$ cat src/mipsPkg.sv
package mipsPkg;

  // ====================
  // opcode field
  // ====================

  // r-type shares one opcode, funct picks the op
  localparam logic [5:0] opRType = 6'b000000;
  localparam logic [5:0] opLw    = 6'b100011;
  localparam logic [5:0] opSw    = 6'b101011;
  localparam logic [5:0] opBeq   = 6'b000100;
  localparam logic [5:0] opJ     = 6'b000010;
  localparam logic [5:0] opJal   = 6'b000011;

  // ====================
  // funct field
  // ====================

  localparam logic [5:0] functAdd = 6'b100000;
  localparam logic [5:0] functSub = 6'b100010;
  localparam logic [5:0] functAnd = 6'b100100;
  localparam logic [5:0] functOr  = 6'b100101;
  localparam logic [5:0] functSlt = 6'b101010;
  localparam logic [5:0] functJr  = 6'b001000;

  // ====================
  // alu encodings
  // ====================

  // classic textbook alu control values
  typedef enum logic [3:0] {
    aluAnd = 4'b0000,
    aluOr  = 4'b0001,
    aluAdd = 4'b0010,
    aluSub = 4'b0110,
    aluSlt = 4'b0111
  } aluOpT;

  // what the main decoder tells the alu decoder
  typedef enum logic [1:0] {
    clsMem   = 2'b00,
    clsCmp   = 2'b01,
    clsFunct = 2'b10
  } aluClassT;

  // register file address width
  localparam int regAddrW = 5;

endpackage

$ cat src/alu.sv
`timescale 1ns/10ps

module alu import mipsPkg::*; (
  input  logic [31:0] a,
  input  logic [31:0] b,
  input  aluOpT       aluOp,
  output logic [31:0] result,
  output logic        zero
);

  // signed compare for slt
  logic lessThan;

  assign lessThan = ($signed(a) < $signed(b));

  always_comb begin
    case (aluOp)
      aluAdd:  result = a + b;
      aluSub:  result = a - b;
      aluAnd:  result = a & b;
      aluOr:   result = a | b;
      aluSlt:  result = {31'd0, lessThan};
      default: result = a + b;
    endcase
  end

  // flag for every op, only beq looks at it
  assign zero = (result == 32'd0);

endmodule

$ cat src/aluControl.sv
`timescale 1ns/10ps

module aluControl import mipsPkg::*; (
  input  aluClassT   aluClass,
  input  logic [5:0] funct,
  output aluOpT      aluOp
);

  // r-type funct to alu op
  aluOpT functOp;

  always_comb begin
    case (funct)
      functAdd: functOp = aluAdd;
      functSub: functOp = aluSub;
      functAnd: functOp = aluAnd;
      functOr:  functOp = aluOr;
      functSlt: functOp = aluSlt;
      // jr and anything undecoded
      default:  functOp = aluAdd;
    endcase
  end

  always_comb begin
    case (aluClass)
      // lw / sw base plus offset
      clsMem:   aluOp = aluAdd;
      // beq equality via subtract
      clsCmp:   aluOp = aluSub;
      clsFunct: aluOp = functOp;
      default:  aluOp = aluAdd;
    endcase
  end

endmodule

$ cat src/controlUnit.sv
`timescale 1ns/10ps

module controlUnit import mipsPkg::*; (
  input  logic [5:0] opcode,
  input  logic [5:0] funct,
  output logic       regDst,
  output logic       aluSrc,
  output logic       memToReg,
  output logic       regWrite,
  output logic       memRead,
  output logic       memWrite,
  output logic       jump,
  output logic       link,
  output logic       jumpReg,
  output logic       branch,
  output aluClassT   aluClass
);

  // r-type ops that write rd
  logic rArith;

  assign rArith = funct inside {functAdd, functSub, functAnd, functOr, functSlt};

  always_comb begin
    // everything idle unless the opcode says otherwise
    regDst   = 1'b0;
    aluSrc   = 1'b0;
    memToReg = 1'b0;
    regWrite = 1'b0;
    memRead  = 1'b0;
    memWrite = 1'b0;
    jump     = 1'b0;
    link     = 1'b0;
    jumpReg  = 1'b0;
    branch   = 1'b0;
    aluClass = clsMem;
    case (opcode)
      opRType: begin
        // jr writes nothing
        // unknown funct such as the sll nop stays inert
        regDst   = 1'b1;
        regWrite = rArith;
        jumpReg  = (funct == functJr);
        aluClass = clsFunct;
      end
      opLw: begin
        aluSrc   = 1'b1;
        memToReg = 1'b1;
        regWrite = 1'b1;
        memRead  = 1'b1;
      end
      opSw: begin
        aluSrc   = 1'b1;
        memWrite = 1'b1;
      end
      opBeq: begin
        // compare by subtract and let the zero flag decide
        branch   = 1'b1;
        aluClass = clsCmp;
      end
      opJ: begin
        jump = 1'b1;
      end
      opJal: begin
        // link path overrides write address and data
        jump     = 1'b1;
        link     = 1'b1;
        regWrite = 1'b1;
      end
      default: begin
        regWrite = 1'b0;
      end
    endcase
  end

endmodule

$ cat src/registerFile.sv
`timescale 1ns/10ps

module registerFile import mipsPkg::*; (
  input  logic                clk,
  input  logic                rst,
  input  logic                regWrite,
  input  logic [regAddrW-1:0] readAddr1,
  input  logic [regAddrW-1:0] readAddr2,
  input  logic [regAddrW-1:0] writeAddr,
  input  logic [31:0]         writeData,
  output logic [31:0]         readData1,
  output logic [31:0]         readData2
);

  localparam int numRegs = 2 ** regAddrW;

  // ====================
  // storage
  // ====================

  logic [31:0] regs [numRegs];

  // write at end of cycle, $zero never takes a write
  always_ff @(posedge clk or negedge rst) begin
    if (!rst) begin
      for (int i = 0; i < numRegs; i++) begin
        regs[i] <= 32'd0;
      end
    end else if (regWrite && (writeAddr != '0)) begin
      regs[writeAddr] <= writeData;
    end
  end

  // ====================
  // read ports
  // ====================

  // combinational, same cycle as decode
  assign readData1 = regs[readAddr1];
  assign readData2 = regs[readAddr2];

  // $zero holds across every write the core issues
  assert property (@(posedge clk) disable iff (!rst)
    (readAddr1 == '0) |-> (readData1 == 32'd0))
    else $error("registerFile: port 1 read of $zero is not zero");

  assert property (@(posedge clk) disable iff (!rst)
    (readAddr2 == '0) |-> (readData2 == 32'd0))
    else $error("registerFile: port 2 read of $zero is not zero");

endmodule

$ cat src/programCounter.sv
`timescale 1ns/10ps

module programCounter #(
  parameter logic [31:0] resetPc = 32'h0
) (
  input  logic        clk,
  input  logic        rst,
  input  logic [31:0] branchOffset,
  input  logic [25:0] jumpTarget,
  input  logic [31:0] jumpAddr,
  input  logic        jump,
  input  logic        jumpReg,
  input  logic        branch,
  input  logic        zero,
  output logic [31:0] pc,
  output logic [31:0] pcPlus4
);

  logic [31:0] pcNext;
  logic [31:0] branchDest;

  assign pcPlus4    = pc + 32'd4;
  // word offset relative to the next instruction
  assign branchDest = pcPlus4 + {branchOffset[29:0], 2'b00};

  // next pc, highest priority first
  always_comb begin
    if (jumpReg) begin
      pcNext = jumpAddr;
    end else if (jump) begin
      // stays inside the current 256 MB region
      pcNext = {pcPlus4[31:28], jumpTarget, 2'b00};
    end else if (branch && zero) begin
      pcNext = branchDest;
    end else begin
      pcNext = pcPlus4;
    end
  end

  always_ff @(posedge clk or negedge rst) begin
    if (!rst) begin
      pc <= resetPc;
    end else begin
      pc <= pcNext;
    end
  end

  // fetch address must stay on word boundaries
  assert property (@(posedge clk) disable iff (!rst) pc[1:0] == 2'b00)
    else $error("programCounter: unaligned pc %h", pc);

endmodule

$ cat src/singleCycleMips.sv
`timescale 1ns/10ps

module singleCycleMips import mipsPkg::*; #(
  parameter logic [31:0] resetPc   = 32'h0,
  parameter int          dataAddrW = 7
) (
  input  logic                 clk,
  input  logic                 rst,
  input  logic [31:0]          IR,
  output logic [31:0]          IR_addr,
  output logic [31:0]          RF_writedata,
  input  logic [31:0]          ReadDataMem,
  output logic                 CEN,
  output logic                 WEN,
  output logic [dataAddrW-1:0] A,
  output logic [31:0]          ReadData2
);

  // ====================
  // instruction fields
  // ====================

  logic [5:0]          opcode;
  logic [5:0]          funct;
  logic [regAddrW-1:0] rs;
  logic [regAddrW-1:0] rt;
  logic [regAddrW-1:0] rd;
  logic [15:0]         imm;
  logic [25:0]         target;
  logic [31:0]         signImm;

  assign opcode  = IR[31:26];
  assign rs      = IR[25:21];
  assign rt      = IR[20:16];
  assign rd      = IR[15:11];
  assign imm     = IR[15:0];
  assign funct   = IR[5:0];
  assign target  = IR[25:0];
  assign signImm = {{16{imm[15]}}, imm};

  // control levels
  logic     regDst;
  logic     aluSrc;
  logic     memToReg;
  logic     regWrite;
  logic     memRead;
  logic     memWrite;
  logic     jump;
  logic     link;
  logic     jumpReg;
  logic     branch;
  aluClassT aluClass;
  aluOpT    aluOp;

  // datapath
  logic [31:0]         pc;
  logic [31:0]         pcPlus4;
  logic [31:0]         rsData;
  logic [31:0]         rtData;
  logic [31:0]         aluB;
  logic [31:0]         aluResult;
  logic                zero;
  logic [regAddrW-1:0] writeAddr;
  logic [31:0]         writeData;

  // ====================
  // datapath muxes
  // ====================

  // immediate for lw / sw, rt otherwise
  assign aluB = aluSrc ? signImm : rtData;

  // jal links into $ra
  assign writeAddr = link ? regAddrW'(31) : (regDst ? rd : rt);

  // link value is pc+4, no delay slot
  assign writeData = link ? pcPlus4 : (memToReg ? ReadDataMem : aluResult);

  // ====================
  // submodules
  // ====================

  programCounter #(
    .resetPc (resetPc)
  ) programCounterInst (
    .clk          (clk),
    .rst          (rst),
    .branchOffset (signImm),
    .jumpTarget   (target),
    .jumpAddr     (rsData),
    .jump         (jump),
    .jumpReg      (jumpReg),
    .branch       (branch),
    .zero         (zero),
    .pc           (pc),
    .pcPlus4      (pcPlus4)
  );

  controlUnit controlUnitInst (
    .opcode   (opcode),
    .funct    (funct),
    .regDst   (regDst),
    .aluSrc   (aluSrc),
    .memToReg (memToReg),
    .regWrite (regWrite),
    .memRead  (memRead),
    .memWrite (memWrite),
    .jump     (jump),
    .link     (link),
    .jumpReg  (jumpReg),
    .branch   (branch),
    .aluClass (aluClass)
  );

  aluControl aluControlInst (
    .aluClass (aluClass),
    .funct    (funct),
    .aluOp    (aluOp)
  );

  alu aluInst (
    .a      (rsData),
    .b      (aluB),
    .aluOp  (aluOp),
    .result (aluResult),
    .zero   (zero)
  );

  registerFile registerFileInst (
    .clk       (clk),
    .rst       (rst),
    .regWrite  (regWrite),
    .readAddr1 (rs),
    .readAddr2 (rt),
    .writeAddr (writeAddr),
    .writeData (writeData),
    .readData1 (rsData),
    .readData2 (rtData)
  );

  // ====================
  // external ports
  // ====================

  assign IR_addr      = pc;
  assign RF_writedata = writeData;

  // data sram strobes are active low
  assign CEN = ~(memRead | memWrite);
  assign WEN = ~memWrite;

  // word address, byte offset dropped
  assign A         = aluResult[dataAddrW+1:2];
  assign ReadData2 = rtData;

endmodule

$ cat config.mk
export PLATFORM = sky130hd
export DESIGN_NAME = singleCycleMips
export DESIGN_NICKNAME = d
export VERILOG_FILES = /design/src/mipsPkg.sv /design/src/alu.sv /design/src/aluControl.sv /design/src/controlUnit.sv /design/src/registerFile.sv /design/src/programCounter.sv /design/src/singleCycleMips.sv
export SDC_FILE = /design/constraint.sdc
export NUM_CORES = 2
export LEC_CHECK = 0
export BUFFER_PORTS_ARGS = -buffer_cell sky130_fd_sc_hd__buf_2
export CAP_MARGIN = 10
export CORE_AREA = 2 2 389 294
export DETAILED_ROUTE_END_ITERATION = 16
export DIE_AREA = 0 0 391 296
export HOLD_SLACK_MARGIN = 0.15
export PLACE_DENSITY = 0.72
export SETUP_SLACK_MARGIN = 0.02
export SYNTH_ARGS = -nofsm -noshare
export SYNTH_HDL_FRONTEND = slang
export SYNTH_SLANG_ARGS = --single-unit
export TNS_END_PERCENT = 5
$ cat constraint.sdc
create_clock -name clk -period 22 [get_ports clk]
set_input_delay 4.4 -clock clk [delete_from_list [all_inputs] [get_ports clk]]
set_output_delay 4.4 -clock clk [all_outputs]
set_load 0.05 [all_outputs]
==> run summary <==
Overall Global Routing Usage -> 0.368
Synth area leader -> dfrtp_1
Maximum resistive drop on vdd -> 69.4 uV
Clock tree buffer depth -> 3
CTS tree -> built
Post-route setup TNS -> 0 ns
First-pass DRT Iterations -> 9
Post-Route WL -> 212 mm
Yosys warning count -> 0
Fmax -> 59.9 MHz
DRT iter0 DRCs -> 6905
Post-synthesis sequential area ratio -> 0.424
Async S/R FF share, synth -> 1.00
Tot Pwr -> 0.00499 W
First-pass GRT wire length -> 316 mm
Net Switching -> 0.00151 W
#FFs+latches synth -> 1056
Starting Density -> 0.554
Gr ovfl total -> 0
Placement Cell Area -> 63900 um^2
Share of post-route cells with drive strength above 1 -> 0.189
Largest net degree at the start of global routing -> 191
EDFF count, synth -> 0
RR Startpoint -> registerFileInst.regs[897]$_DFFE_PN0P_
H-tree Lvls -> 3
Clk_lat worst skew -> 0.73 ns
Most frequent cells in the layout -> o21ai_0 (1110), nand2_1 (1106), dfrtp_1 (1056)
Yosys cell types -> 98
Critical path type -> input port to output pin
Number of fill cells -> 9001
Area Growth Syn to Fin -> 8.80%
Slowest CP cell -> buf_4
Hold path startpoint -> registerFileInst.regs[1009]$_DFFE_PN0P_
DRC viols -> 0
Vias per inst -> 6.88
Mapped Area -> 62400 um^2
Final worst-path cycle share -> 0.758
CP required -> 17.60 ns
Clock sink count -> 1056
CP peak stage delay -> 0.87 ns
Synth area leaders -> dfrtp_1 (42%), mux4_2 (18%), o21ai_0 (9.0%)
WL/cell -> 28.6 um
Worst R2R Path Depth -> 22
RSZ-0062 raised after global routing -> false
Mapped Nets -> 6230
Period minus WS final -> 16.69 ns
DR vias -> 51.0k
Slew HR -> 0.176
Chip Width -> 391 um
Cells after Synth -> 6037
Internal power -> 0.00348 W
Most common cell after layout, fill and taps aside -> o21ai_0
Die area -> 116000 um^2
Worst slack, placed -> 5.45 ns
Crit path capture type -> output pin
Post-route ant nets -> 0
Post-CTS setup buffer count -> 0
Number of I/O pins -> 171
Reg clk slew, reported paths -> 0.06 ns
GPL Wtd Cong -> 1.00
Critical Path Start -> IR[21]
Total CTS buffers -> 106
Syn avg cell area -> 10.3 um^2
Crit start category -> input port
Final Setup Violations -> 0
MaxCap Viol Count -> 0
Root Driver -> clkbuf_16
Final core occ -> 0.603
Max Clock Skew -> 0.0332 ns
HP Class -> flip-flop to flip-flop
Max Slew Vio Count -> 0
Cell mode on critical path -> inv_1
CORE AREA -> 112000 um^2
WP data arrival -> 12.29 ns
Port bufs -> 170
Nets@finish -> 6035
Share of the synthesized area in the top cell type -> 0.424
Post-synth top flop -> dfrtp_1
Comb pwr share -> 0.184
Hold path cells -> 0
Worst slew pin tran -> 1.24 ns
Critical path peak fanout -> 70
Row cnt -> 107
Detail Placement HPWL -> 126 mm
Clock Power Share -> 0.408
Status -> finished clean
Final worst slack -> 5.31 ns
Initial antenna violation count -> 2
Sequential power share -> 0.408
Die Ht -> 296 um
Static Leakage -> 30.2 nW
Post-CTS Resized -> 0
Hold_buf cts -> 0
Number of global-route vias before repair -> 49.2k
Pwr dens -> 73.5 nW/um^2
Fin. Hold Viols -> 0
Sw Ratio -> 0.302
Post-Layout Inst Area -> 67800 um^2
## layer usage
layer	GRT usage	routed length [um]
met1	0.519	84200
met5	0	13
met3	0.125	28900
met2	0.533	91100
met4	0.126	7740
## power by group through the flow
stage	Sequential (W)	Combinational, W	Clock (W)
6_report	0.00204	0.000915	0.00204
4_1_cts	0.00203	0.000897	0.00204
2_1_floorplan	0.00212	0.000555	0
3_5_place_dp	0.00207	0.000892	0
3_3_place_gp	0.00207	0.000882	0
5_1_grt	0.00204	0.000973	0.00212
## cells by family after synthesis
kind of cell	synth area share
adder cells (fa/ha/maj)	0.0257
XOR/XNOR	0.00927
AO/OA/AOI/OAI	0.154
multiplexers	0.236
buffers and inverters	0.0465
flip-flops	0.424
AND/OR/NAND/NOR	0.105
## cell usage after synthesis (10+ instances only)
cell / instances
a211oi_1: 21
a21o_1: 19
a21oi_1: 189
a221oi_1: 21
a22oi_1: 110
a31oi_1: 19
and2_1: 16
and3_1: 10
buf_1: 44
buf_2: 32
buf_4: 10
buf_6: 13
clkbuf_1: 462
dfrtp_1: 1056
ha_1: 125
inv_1: 147
mux2_2: 45
mux2i_1: 280
mux4_2: 505
nand2_1: 1134
nand2b_1: 33
nand3_1: 44
nand4_1: 14
nor2_1: 170
nor2b_1: 15
nor3_1: 44
nor4_1: 11
o211ai_1: 12
o21ai_0: 1126
o21bai_1: 16
o22ai_1: 17
or2_2: 10
xnor2_1: 43
xor2_1: 23
## flip-flops by register name, indices dropped and copies added (netlist names)
signal                 flops
programCounterInst.pc     32
registerFileInst.regs   1024
## path summary, 6_finish.rpt
kind	slack, ns	end
min in group asynchronous	3.74	registerFileInst.regs[129]$_DFFE_PN0P_
worst max-delay path	5.31	RF_writedata[31]
max in group asynchronous	15.88	programCounterInst.pc[20]$_DFF_PN0_
worst max register to register	14.09	programCounterInst.pc[10]$_DFF_PN0_
worst min register to register	0.40	registerFileInst.regs[1009]$_DFFE_PN0P_
worst min-delay path	0.40	registerFileInst.regs[1009]$_DFFE_PN0P_
## cell type report
cell class,instances,area (um^2),share of cell area
timing repair buffer,261,1670,0.0246
sequential,1056,26400,0.389
multi-input combinational,4264,33400,0.493
clock buffer,144,3010,0.0443
inverter,153,574,0.00846
tap,1471,1840,0.0271
antenna,3,7.51,0.000111
clock inverter,55,901,0.0133
## through the flow
stage / std cells / hold WS [ns]
finish: 7407 / 0.396
global route: 7404 / 0.404
CTS: 7404 / 0.398
detailed placement: 7205 / 0.383
global placement: 7205 / 0.377
floorplan: 6037 / 0.441
## worst max-delay path: cells and delay by family
kind                     cells  cell delay, ns
AO/OA/AOI/OAI               11            2.68
buffers and inverters        7            2.41
multiplexers                 3            1.85
AND/OR/NAND/NOR              3            0.43
adder cells (fa/ha/maj)      1            0.35
No activity file was read; power rests on OpenSTA's default activity.
